==> config.mk <==
export PLATFORM = sky130hd
export DESIGN_NAME = scadUnit
export DESIGN_NICKNAME = d
export VERILOG_FILES = /design/src/scadCromPkg.sv /design/src/scadDataPkg.sv /design/src/scadUnit.sv /design/src/scadExec.sv /design/src/scadCmdFifo.sv /design/src/scadApbRegs.sv
export VERILOG_INCLUDE_DIRS = /design/src
export SDC_FILE = /design/constraint.sdc
export NUM_CORES = 1
export LEC_CHECK = 0
export BUFFER_PORTS_ARGS = -buffer_cell sky130_fd_sc_hd__buf_2
export CAP_MARGIN = 20
export CORE_ASPECT_RATIO = 1.5
export CORE_UTILIZATION = 65
export CTS_CLUSTER_SIZE = 25
export DETAILED_ROUTE_END_ITERATION = 7
export PLACE_DENSITY = 0.83
export SETUP_SLACK_MARGIN = 0.4
export SLEW_MARGIN = 40
export SYNTH_ARGS = -nofsm -noshare
export SYNTH_HDL_FRONTEND = slang
export SYNTH_HIERARCHICAL = 1
export SYNTH_SLANG_ARGS = --single-unit
export TNS_END_PERCENT = 30
==> constraint.sdc <==
create_clock -name clk -period 16.4 [get_ports clk]
set_input_delay 4.1 -clock clk [delete_from_list [all_inputs] [get_ports clk]]
set_output_delay 4.1 -clock clk [all_outputs]
set_load 0.01 [all_outputs]
==> src/scadUnit_config.svh <==
/* SCAD peripheral build constants: command FIFO depth, level width,
   APB address width and register offsets */
`ifndef SCADUNIT_CONFIG_SVH
`define SCADUNIT_CONFIG_SVH

// Commands held between the APB front end and the executor
`define SCAD_FIFO_DEPTH 8

// Occupancy counter width, wide enough to hold a full FIFO
`define SCAD_LEVEL_W $clog2(`SCAD_FIFO_DEPTH + 1)

// APB byte address width
`define SCAD_ADDR_W 4

//////////////////////////////////////////////////////////////////////
// Register offsets
//////////////////////////////////////////////////////////////////////

`define SCAD_REG_DPLO   4'h0
`define SCAD_REG_CMD    4'h4
`define SCAD_REG_RESULT 4'h8
`define SCAD_REG_STATUS 4'hC

`endif
==> src/scadCromPkg.sv <==
/* Microword field types, SCAD ALU function and
   A/B operand select encodings */
package scadCromPkg;

   // Small-number field, bit 0 is the MSB as on the original machine
   typedef logic [0:9] snum_t;

   // ALU function, order matches the microcode FUN field
   typedef enum logic [2:0]
   {
      SCAD_FUN_A_PLUS_A,
      SCAD_FUN_A_OR_B,
      SCAD_FUN_A_MINUS_B_1,
      SCAD_FUN_A_MINUS_B,
      SCAD_FUN_A_PLUS_B,
      SCAD_FUN_A_AND_B,
      SCAD_FUN_A_MINUS_1,
      SCAD_FUN_A
   } scadFun_e;

   // A operand source
   typedef enum logic [2:0]
   {
      SCAD_ASEL_SC,
      SCAD_ASEL_SNUM,
      SCAD_ASEL_PTR44,
      SCAD_ASEL_BYTE1,
      SCAD_ASEL_BYTE2,
      SCAD_ASEL_BYTE3,
      SCAD_ASEL_BYTE4,
      SCAD_ASEL_BYTE5
   } scadAsel_e;

   // B operand source
   typedef enum logic [1:0]
   {
      SCAD_BSEL_FE,
      SCAD_BSEL_EXP,
      SCAD_BSEL_SHIFT,
      SCAD_BSEL_SIZE
   } scadBsel_e;

   // SCAD slice of the microword, 20 bits
   typedef struct packed
   {
      scadFun_e  fun;
      scadAsel_e asel;
      scadBsel_e bsel;
      snum_t     snum;
      logic      loadSc;
      logic      loadFe;
   } scadCrom_t;

endpackage

==> src/scadDataPkg.sv <==
/* Data-path word views, command and result records,
   APB request bundle */
`include "scadUnit_config.svh"

package scadDataPkg;

   // 10-bit SCAD quantity, bit 0 is the MSB
   typedef logic [0:9] scad10_t;

   // Byte-pointer layout: P, S, spare, I, X, Y
   typedef struct packed
   {
      logic [0:5]  pos;
      logic [0:5]  size;
      logic        spare;
      logic        ind;
      logic [0:3]  idx;
      logic [0:17] y;
   } dpPtr_t;

   // Single-precision float layout
   typedef struct packed
   {
      logic        sign;
      logic [0:7]  exp;
      logic [0:26] frac;
   } dpFloat_t;

   // One 36-bit data-path word, decoded either way
   typedef union packed
   {
      dpPtr_t   ptr;
      dpFloat_t flt;
   } dpWord_u;

   // Queued command, microword plus data-path operand (56 bits)
   typedef struct packed
   {
      scadCromPkg::scadCrom_t crom;
      dpWord_u                dp;
   } scadCmd_t;

   // Readback of the last executed command (30 bits)
   typedef struct packed
   {
      scad10_t scad;
      scad10_t sc;
      scad10_t fe;
   } scadResult_t;

   // Master-driven APB signals
   typedef struct packed
   {
      logic                    psel;
      logic                    penable;
      logic                    pwrite;
      logic [`SCAD_ADDR_W-1:0] paddr;
      logic [31:0]             pwdata;
   } apbReq_t;

endpackage

==> src/scadUnit.sv <==
/* SCAD peripheral top: APB front end, command FIFO, executor */
`timescale 1ns/1ns
`include "scadUnit_config.svh"

module scadUnit
(
   input  logic                  clk,
   input  logic                  rst,
   input  scadDataPkg::apbReq_t  apb,
   output logic [31:0]           prdata,
   output logic                  pready,
   output logic                  pslverr,
   output logic                  scSign,
   output logic                  feSign
);

   import scadDataPkg::*;

   // Front end to FIFO
   logic                      push;
   scadCmd_t                  pushCmd;
   logic                      full;
   logic [`SCAD_LEVEL_W-1:0]  level;
   // FIFO to executor
   logic                      pop;
   scadCmd_t                  popCmd;
   logic                      empty;
   // Executor back to the readback registers
   scadResult_t               result;
   logic [15:0]               execCount;

   scadApbRegs u_scadApbRegs
   (
      .clk       (clk),
      .rst       (rst),
      .apb       (apb),
      .prdata    (prdata),
      .pready    (pready),
      .pslverr   (pslverr),
      .full      (full),
      .level     (level),
      .push      (push),
      .pushCmd   (pushCmd),
      .result    (result),
      .execCount (execCount)
   );

   scadCmdFifo u_scadCmdFifo
   (
      .clk     (clk),
      .rst     (rst),
      .push    (push),
      .pushCmd (pushCmd),
      .full    (full),
      .pop     (pop),
      .popCmd  (popCmd),
      .empty   (empty),
      .level   (level)
   );

   scadExec u_scadExec
   (
      .clk       (clk),
      .rst       (rst),
      .popCmd    (popCmd),
      .empty     (empty),
      .pop       (pop),
      .result    (result),
      .execCount (execCount),
      .scSign    (scSign),
      .feSign    (feSign)
   );

endmodule

==> src/scadExec.sv <==
/* SCAD executor: A and B operand muxes, eight-function ALU,
   SC and FE registers, result capture and command count */
`timescale 1ns/1ns

module scadExec
(
   input  logic                       clk,
   input  logic                       rst,
   input  scadDataPkg::scadCmd_t      popCmd,
   input  logic                       empty,
   output logic                       pop,
   output scadDataPkg::scadResult_t   result,
   output logic [15:0]                execCount,
   output logic                       scSign,
   output logic                       feSign
);

   import scadCromPkg::*;
   import scadDataPkg::*;

   // Step counter and floating-point exponent
   scad10_t sc;
   scad10_t fe;
   // Last ALU output
   scad10_t scadQ;

   scadCrom_t   crom;
   logic [0:35] dpBits;
   scad10_t     scadA;
   scad10_t     scadB;
   scad10_t     scad;

   assign crom = popCmd.crom;
   // Byte-pointer view as a flat word for the byte fields
   assign dpBits = popCmd.dp.ptr;

   // One command per cycle while any are queued
   assign pop = ~empty;

   //////////////////////////////////////////////////////////////////////
   // Operand selection
   //////////////////////////////////////////////////////////////////////

   // Odd bytes framed by SNUM edges, even bytes by SC edges
   always_comb
   begin
      case (crom.asel)
         SCAD_ASEL_SC:    scadA = sc;
         SCAD_ASEL_SNUM:  scadA = crom.snum;
         SCAD_ASEL_PTR44: scadA = {sc[0], 6'o44, popCmd.dp.ptr.size[0], sc[8:9]};
         SCAD_ASEL_BYTE1: scadA = {crom.snum[0], dpBits[0:6], crom.snum[8:9]};
         SCAD_ASEL_BYTE2: scadA = {sc[0], dpBits[7:13], sc[8:9]};
         SCAD_ASEL_BYTE3: scadA = {crom.snum[0], dpBits[14:20], crom.snum[8:9]};
         SCAD_ASEL_BYTE4: scadA = {sc[0], dpBits[21:27], sc[8:9]};
         SCAD_ASEL_BYTE5: scadA = {crom.snum[0], dpBits[28:34], crom.snum[8:9]};
      endcase
   end

   always_comb
   begin
      case (crom.bsel)
         SCAD_BSEL_FE:
            scadB = fe;
         // Negative numbers carry a ones-complement exponent
         SCAD_BSEL_EXP:
            scadB = popCmd.dp.flt.sign ? {2'b00, ~popCmd.dp.flt.exp}
                                       : {2'b00, popCmd.dp.flt.exp};
         // Bit 18 sign-extends the shift count in bits 28..35
         SCAD_BSEL_SHIFT:
            scadB = {popCmd.dp.ptr.y[0], popCmd.dp.ptr.y[0], popCmd.dp.ptr.y[10:17]};
         // Byte size times eight
         SCAD_BSEL_SIZE:
            scadB = {1'b0, popCmd.dp.ptr.size, 3'b000};
      endcase
   end

   //////////////////////////////////////////////////////////////////////
   // ALU, all arithmetic wraps at 10 bits
   //////////////////////////////////////////////////////////////////////

   always_comb
   begin
      case (crom.fun)
         SCAD_FUN_A_PLUS_A:    scad = scadA + scadA;
         SCAD_FUN_A_OR_B:      scad = scadA | scadB;
         SCAD_FUN_A_MINUS_B_1: scad = scadA - scadB - 10'd1;
         SCAD_FUN_A_MINUS_B:   scad = scadA - scadB;
         SCAD_FUN_A_PLUS_B:    scad = scadA + scadB;
         SCAD_FUN_A_AND_B:     scad = scadA & scadB;
         SCAD_FUN_A_MINUS_1:   scad = scadA - 10'd1;
         SCAD_FUN_A:           scad = scadA;
      endcase
   end

   // Registers update on the pop edge
   always_ff @(posedge clk or posedge rst)
   begin
      if (rst)
      begin
         sc        <= '0;
         fe        <= '0;
         scadQ     <= '0;
         execCount <= '0;
      end
      else if (pop)
      begin
         scadQ     <= scad;
         execCount <= execCount + 16'd1;
         if (crom.loadSc)
            sc <= scad;
         if (crom.loadFe)
            fe <= scad;
      end
   end

   assign result = '{scad: scadQ, sc: sc, fe: fe};
   assign scSign = sc[0];
   assign feSign = fe[0];

endmodule

==> src/scadCmdFifo.sv <==
/* Circular command FIFO with occupancy count */
`timescale 1ns/1ns
`include "scadUnit_config.svh"

module scadCmdFifo
(
   input  logic                       clk,
   input  logic                       rst,
   input  logic                       push,
   input  scadDataPkg::scadCmd_t      pushCmd,
   output logic                       full,
   input  logic                       pop,
   output scadDataPkg::scadCmd_t      popCmd,
   output logic                       empty,
   output logic [`SCAD_LEVEL_W-1:0]   level
);

   import scadDataPkg::*;

   localparam int DEPTH = `SCAD_FIFO_DEPTH;
   localparam int PTR_W = (DEPTH > 1) ? $clog2(DEPTH) : 1;

   // Entry storage
   scadCmd_t mem [DEPTH];

   logic [PTR_W-1:0] wrPtr;
   logic [PTR_W-1:0] rdPtr;
   logic [`SCAD_LEVEL_W-1:0] count;
   logic doPush;
   logic doPop;

   // Guard against overflow and underflow
   assign doPush = push & ~full;
   assign doPop  = pop & ~empty;

   always_ff @(posedge clk)
   begin
      if (doPush)
         mem[wrPtr] <= pushCmd;
   end

   // Pointers and occupancy, push and pop may coincide
   always_ff @(posedge clk or posedge rst)
   begin
      if (rst)
      begin
         wrPtr <= '0;
         rdPtr <= '0;
         count <= '0;
      end
      else
      begin
         if (doPush)
            wrPtr <= (wrPtr == PTR_W'(DEPTH - 1)) ? '0 : wrPtr + 1'b1;
         if (doPop)
            rdPtr <= (rdPtr == PTR_W'(DEPTH - 1)) ? '0 : rdPtr + 1'b1;
         if (doPush & ~doPop)
            count <= count + 1'b1;
         else if (doPop & ~doPush)
            count <= count - 1'b1;
      end
   end

   // Head entry is always on the output
   assign popCmd = mem[rdPtr];
   assign empty  = (count == '0);
   assign full   = (count == `SCAD_LEVEL_W'(DEPTH));
   assign level  = count;

endmodule

==> src/scadApbRegs.sv <==
/* APB register front end: DPLO holding register, command push
   with FIFO back-pressure, RESULT and STATUS readback */
`timescale 1ns/1ns
`include "scadUnit_config.svh"

module scadApbRegs
(
   input  logic                        clk,
   input  logic                        rst,
   input  scadDataPkg::apbReq_t        apb,
   output logic [31:0]                 prdata,
   output logic                        pready,
   output logic                        pslverr,
   input  logic                        full,
   input  logic [`SCAD_LEVEL_W-1:0]    level,
   output logic                        push,
   output scadDataPkg::scadCmd_t       pushCmd,
   input  scadDataPkg::scadResult_t    result,
   input  logic [15:0]                 execCount
);

   // Data-path bits 4 to 35 from the last DPLO write
   logic [4:35] dpLo;

   logic access;
   logic isDplo;
   logic isCmd;
   logic isResult;
   logic isStatus;
   logic accessErr;
   logic cmdWrite;
   logic [3:0] dispNib;

   //////////////////////////////////////////////////////////////////////
   // Address decode
   //////////////////////////////////////////////////////////////////////

   // Access phase of a transfer
   assign access   = apb.psel & apb.penable;
   assign isDplo   = (apb.paddr == `SCAD_REG_DPLO);
   assign isCmd    = (apb.paddr == `SCAD_REG_CMD);
   assign isResult = (apb.paddr == `SCAD_REG_RESULT);
   assign isStatus = (apb.paddr == `SCAD_REG_STATUS);

   // Unknown offset, or write to a read-only register
   assign accessErr = ~(isDplo | isCmd | isResult | isStatus) |
                      (apb.pwrite & (isResult | isStatus));

   assign cmdWrite = access & apb.pwrite & isCmd;

   // CMD write waits in its access cycle until a slot frees
   assign pready  = access & ~(cmdWrite & full);
   assign pslverr = access & accessErr;

   //////////////////////////////////////////////////////////////////////
   // Command assembly
   //////////////////////////////////////////////////////////////////////

   always_ff @(posedge clk or posedge rst)
   begin
      if (rst)
      begin
         dpLo <= '0;
      end
      else if (access & apb.pwrite & isDplo)
      begin
         dpLo <= apb.pwdata;
      end
   end

   // Push on the completing edge only
   assign push = cmdWrite & ~full;

   // Bits 23..20 carry data-path bits 0..3, low 20 bits the microword
   assign pushCmd.crom = apb.pwdata[19:0];
   assign pushCmd.dp   = {apb.pwdata[23:20], dpLo};

   //////////////////////////////////////////////////////////////////////
   // Readback
   //////////////////////////////////////////////////////////////////////

   // Dispatch on the sign of the last SCAD result
   assign dispNib = result.scad[0] ? 4'b0010 : 4'b0000;

   always_comb
   begin
      prdata = '0;
      if (isDplo)
         prdata = dpLo;
      else if (isResult)
         prdata = {2'b00, result};
      else if (isStatus)
         prdata = {4'b0000, dispNib, {(8 - `SCAD_LEVEL_W){1'b0}}, level, execCount};
   end

endmodule

Yosys cells after proc, flatten, opt, wreduce, memory -nomap -nowiden
Memories as Yosys holds them, arrays and structs flattened.
Index checks and enable logic that the tools add are counted.
{ "word_totals": {"register_bits": 88, "ramBits": 448, "in_bits": 41, "out_inout_bits": 36, "elab_cells": 89, "n_memories": 1} }
{ "op_classes": {"n_addsub": 10, "eq_ne": 23, "n_mux": 14, "bitwise": 25, "reduce_logical": 8} }
{ "memory_table": {"columns": ["memory", "words", "width", "rd", "rd_clocked_by_memory_dff", "wr", "line", "rtl"], "rows": [
  ["u_scadCmdFifo.mem", 8, 56, 1, 0, 1, "scadCmdFifo.sv:24", "scadCmd_t mem [DEPTH];"]
]} }
{ "op_table": {"columns": ["cell", "count"], "rows": [
  ["10-bit one-hot mux with 8 select lines", 2],
  ["32-bit 2-to-1 mux", 2],
  ["10-bit one-hot mux with 4 select lines", 1],
  ["3-bit equality test, second input constant", 10],
  ["28-bit 2-to-1 mux", 1],
  ["10-bit adder", 2],
  ["10-bit by 1-bit subtractor with 10-bit output, second input constant", 2],
  ["16-bit by 1-bit adder with 16-bit output, second input constant", 1],
  ["1-bit AND", 12],
  ["3-bit by 2-bit equality test with 1-bit output, second input constant", 4],
  ["4-bit equality test, second input constant", 3],
  ["10-bit AND", 1],
  ["10-bit OR", 1],
  ["10-bit subtractor", 1],
  ["4-bit zero test", 2],
  ["4-bit 2-to-1 mux", 2],
  ["8-bit 2-to-1 mux", 1],
  ["8-bit NOT", 1],
  ["3-bit by 1-bit adder with 3-bit output, second input constant", 2],
  ["3-bit by 1-bit equality test with 1-bit output, second input constant", 2],
  ["3-bit zero test", 2],
  ["3-bit 2-to-1 mux", 2],
  ["1-bit NOT", 5],
  ["1-bit OR", 5],
  ["other kinds (10)", 13]
]} }

Logic depth before layout (Yosys ltp)
{ "logic_depth": {"ltp_word": 9, "depth_mapped": 23, "depth_no_buf": 18} }

Hierarchy
The synthesis kept the hierarchy.
{ "modules_own_cells": {"columns": ["module", "instances", "cells_per_inst", "area_each_um2"], "rows": [
  ["scadCmdFifo", 1, 715, 17466.8],
  ["scadExec", 1, 626, 5216.3],
  ["scadApbRegs", 1, 220, 2159.6]
]} }

Least setup slack after synthesis
OpenSTA, ideal clock, no wires.
{ "synth_timing": {"path_kind": "input port to flip-flop", "start": "in apb[33] (netlist bit)", "end": "mem u_scadCmdFifo/mem[0][0] (netlist bit), enable pin", "setup_ns": 0.608, "t_arrival_ns": 10.115, "required_ns": 15.792, "path_slack_ns": 5.677, "path_stages": 5, "path_buffers": 0, "cell_sequence": "nor3_1 > nand3_1 > nor3_1 > nand2_2 > nor4_1"} }
{ "synth_between": {"elab_chain_cells": 6} }
{ "synth_lines": {"columns": ["item", "line", "rtl"], "rows": [
  ["start, declared", "scadUnit.sv:9", "input scadDataPkg::apbReq_t apb,"],
  ["4-bit by 3-bit equality test with 1-bit output (no line)", null, null],
  ["1-bit AND", "scadApbRegs.sv:49", "assign cmdWrite = access & apb.pwrite & isCmd;"],
  ["1-bit AND", "scadApbRegs.sv:72", "assign push = cmdWrite & ~full;"],
  ["named net push", "scadUnit.sv:20", "logic push;"],
  ["1-bit AND", "scadCmdFifo.sv:33", "assign doPush = push & ~full;"],
  ["1-bit 2-to-1 mux", "scadCmdFifo.sv:38", "if (doPush)"],
  ["1-bit 2-to-1 mux (not written as such)", "scadCmdFifo.sv:39", "mem[wrPtr] <= pushCmd;"],
  ["end, declared", "scadCmdFifo.sv:24", null]
]} }
The timed path passes the listed nets, and every way through them passes these cells.

Final worst setup path
{ "layout_timing": {"start": "in apb[35] (netlist bit)", "end": "out prdata[3]"} }
{ "layout_between": {"elab_chain_cells": 4, "elab_cells_between_ends": 6} }
{ "layout_lines": {"columns": ["item", "line", "rtl"], "rows": [
  ["4-bit equality test (no line)", null, null],
  ["28-bit 2-to-1 mux", "scadApbRegs.sv:92", "else if (isStatus)"],
  ["32-bit 2-to-1 mux", "scadApbRegs.sv:90", "else if (isResult)"],
  ["32-bit 2-to-1 mux *", "scadApbRegs.sv:88", "if (isDplo)"],
  ["end, declared", "scadUnit.sv:10", "output logic [31:0] prdata,"]
]} }
Every way passes the cells marked *; elsewhere a longest branch is shown, timed or not.

==> impl_metrics.json <==
{
  "outcome": "finished clean",
  "synth_nets": 1648,
  "ys_ff_latch": 536,
  "drc": 0,
  "numPortBuffers": 76,
  "path_class": "in2out",
  "syn_inst": 1561,
  "worst_slew_pin_slew_ns": 0.861,
  "dp_hpwl_mm": 40.1,
  "fin_crit_ns": 10.01,
  "drv_cap": 0,
  "post_cts_buffers": 0,
  "diodes": 0,
  "grt-ovfl-total": 0,
  "grt_usage": 0.333,
  "gp_congestion": 0.991,
  "drt-pass1-iter-count": 6,
  "die_h_um": 241,
  "async_flop_share": 0.164,
  "clock.fmax_mhz": 99.9,
  "synthMostInstantiatedCell": "edfxtp_1",
  "hold_viol": 0,
  "first_global_vias": 14800,
  "synth_edf_count": 448,
  "setup_viol": 0,
  "cp-endpoint": "prdata[3]",
  "synth.cell_area_um2": 24800,
  "required_ns": 12.30,
  "cts_buffer_depth": 3,
  "r2r_slack_ns": 9.08,
  "fin_crit_sh": 0.611,
  "fin_worst_skew_ns": 0.0303,
  "vias": 14600,
  "htreeDepth": 2,
  "avgViaCountPerCell": 6.84,
  "r2r-end": "u_scadExec/fe[8]",
  "nets": 1694,
  "final_antenna_net_count": 0,
  "synth_top_area_frac": 0.542,
  "max-slew-margin-rel": 0.422,
  "grt_max_degree": 57,
  "drt_iter0_markers": 1589,
  "syn_area_per_cell_um2": 15.9,
  "drive_above_1_share": 0.267,
  "dieWidth_um": 162,
  "startpoint": "apb[35]",
  "antenna_found_initial": 0,
  "cts_buffers": 48,
  "wl_mm": 63.3,
  "core_um2": 37700,
  "post-place-cells": 2046,
  "critical_path.startpoint_type": "primary input",
  "yosys-top-cells-area": "edfxtp_1, mux4_2, dfrtp_1",
  "cts_tree": "done",
  "die-area_um2": 39000,
  "ys_dominant_reg_cell": "edfxtp_1",
  "hold_buffers": 0,
  "finalMaxSlewViolations": 0,
  "yosysTopAreaCell": "edfxtp_1",
  "r2r_cells": 18,
  "fin_cells": 2135,
  "cts-resized-gates": 0,
  "rows": 87,
  "routedWlPerCell_um": 29.6,
  "floorplan.initialDensity": 0.660,
  "n_fill_cell": 2321,
  "area_growth_pct": 8.99,
  "crit_arrival_ns": 5.91,
  "cp_max_fo": 23,
  "grt_pass1_wl_mm": 93.1,
  "synth_commonest_cells": "edfxtp_1, mux4_2, dfrtp_1, nand2_1, nor2_1",
  "clock-sinks": 536,
  "yosysWarnings": 6,
  "rsz0062_at_grt": "no",
  "hp-class": "reg2reg",
  "ys_seq_area_frac": 0.630,
  "r2r-start": "u_scadCmdFifo/rdPtr[0]",
  "tns_ns": 0,
  "pin_count": 77,
  "synth.distinct_cells": 91,
  "clk_pin_slew_ns": 0.06,
  "critPathCaptureType": "output port",
  "cts-root-buf": "clkbuf_16",
  "clock_latency_ns": 0.58
}
-- cells in the final DEF, fill, tap and decap left out, types with 21 or more instances in the layout --
cell type and n:
nor2_1 79, mux2i_1 26, xnor2_1 38, mux2_2 69, mux2_4 32, dfrtp_1 85, nand2b_1 21, buf_2 76
nand2_1 88, mux4_2 124, a21oi_1 53, clkbuf_16 48, inv_1 37, nand3_1 22, edfxtp_1 448, o21ai_0 50
ha_1 44
-- worst min-delay path by stage --
stage	from	endpoint	slack, ns	cells past startpoint
after floorplan	u_scadExec/execCount[15]	u_scadExec/execCount[15]	0.45	1
after global placement	u_scadExec/execCount[15]	u_scadExec/execCount[15]	0.49	1
after detailed placement	u_scadExec/execCount[15]	u_scadExec/execCount[15]	0.48	1
after CTS	u_scadExec/execCount[15]	u_scadExec/execCount[15]	0.49	1
after global routing	u_scadExec/execCount[10]	u_scadExec/execCount[10]	0.51	1
final	u_scadExec/execCount[15]	u_scadExec/execCount[15]	0.50	1
-- layout make-up --
| class | count | area (µm²) | share of cell area |
|---|---|---|---|
| tap | 489 | 612 | 0.0226 |
| clock buffer | 67 | 1330 | 0.0492 |
| clock inverter | 22 | 213 | 0.00786 |
| inverter | 43 | 164 | 0.00605 |
| multi-input combinational | 878 | 8490 | 0.313 |
| sequential | 536 | 15700 | 0.579 |
| timing repair buffer | 100 | 603 | 0.0223 |
-- registers in the layout, summed over array words and instances, names as in the netlist --
register              flops
u_scadExec/execCount     16
u_scadApbRegs/dpLo       32
u_scadExec/fe            10
u_scadCmdFifo/rdPtr       3
u_scadExec/scadQ         10
u_scadCmdFifo/mem       448
u_scadCmdFifo/wrPtr       3
u_scadExec/sc            10
u_scadCmdFifo/level       4
-- critical path: stages --
cell      delay, ns
buf_2          0.30
clkinv_1       0.77
o21ai_0        0.46
a21oi_1        0.12
buf_2          0.15
-- cell families (layout without fill, tap and decap cells) --
family	after synthesis	in the layout	synth area share
AO/OA/AOI/OAI	214	214	0.0579
XOR/XNOR	49	49	0.0173
adder cells (fa/ha/maj)	48	48	0.0246
buffers and inverters	147	232	0.0318
flip-flops	536	536	0.630
multiplexers	255	255	0.175
AND/OR/NAND/NOR	312	312	0.0630
-- per-stage QoR --
| stage | worst slack [ns] | utilization | cell area (µm²) | hold slack (ns) |
|---|---|---|---|---|
| after floorplan | 5.68 | - | 24800 | 0.445 |
| after global placement | 6.68 | 0.676 | 25500 | 0.487 |
| after detailed placement | 6.73 | 0.678 | 25500 | 0.480 |
| after CTS | 6.71 | 0.719 | 27100 | 0.492 |
| after global routing | 6.31 | 0.719 | 27100 | 0.508 |
| final | 6.39 | 0.719 | 27100 | 0.496 |
-- per-layer routing --
metal | GRT usage | up-vias | share of wire
met5 | 0 | - | 0
met4 | 0.189 | 0 | 0.056
met3 | 0.0457 | 192 | 0.081
met2 | 0.568 | 850 | 0.51
met1 | 0.413 | 7399 | 0.35
li1 | - | 6165 | -
Power is not shown: default switching activity piles up to over one toggle a cycle in this logic, so the estimate is an artifact.
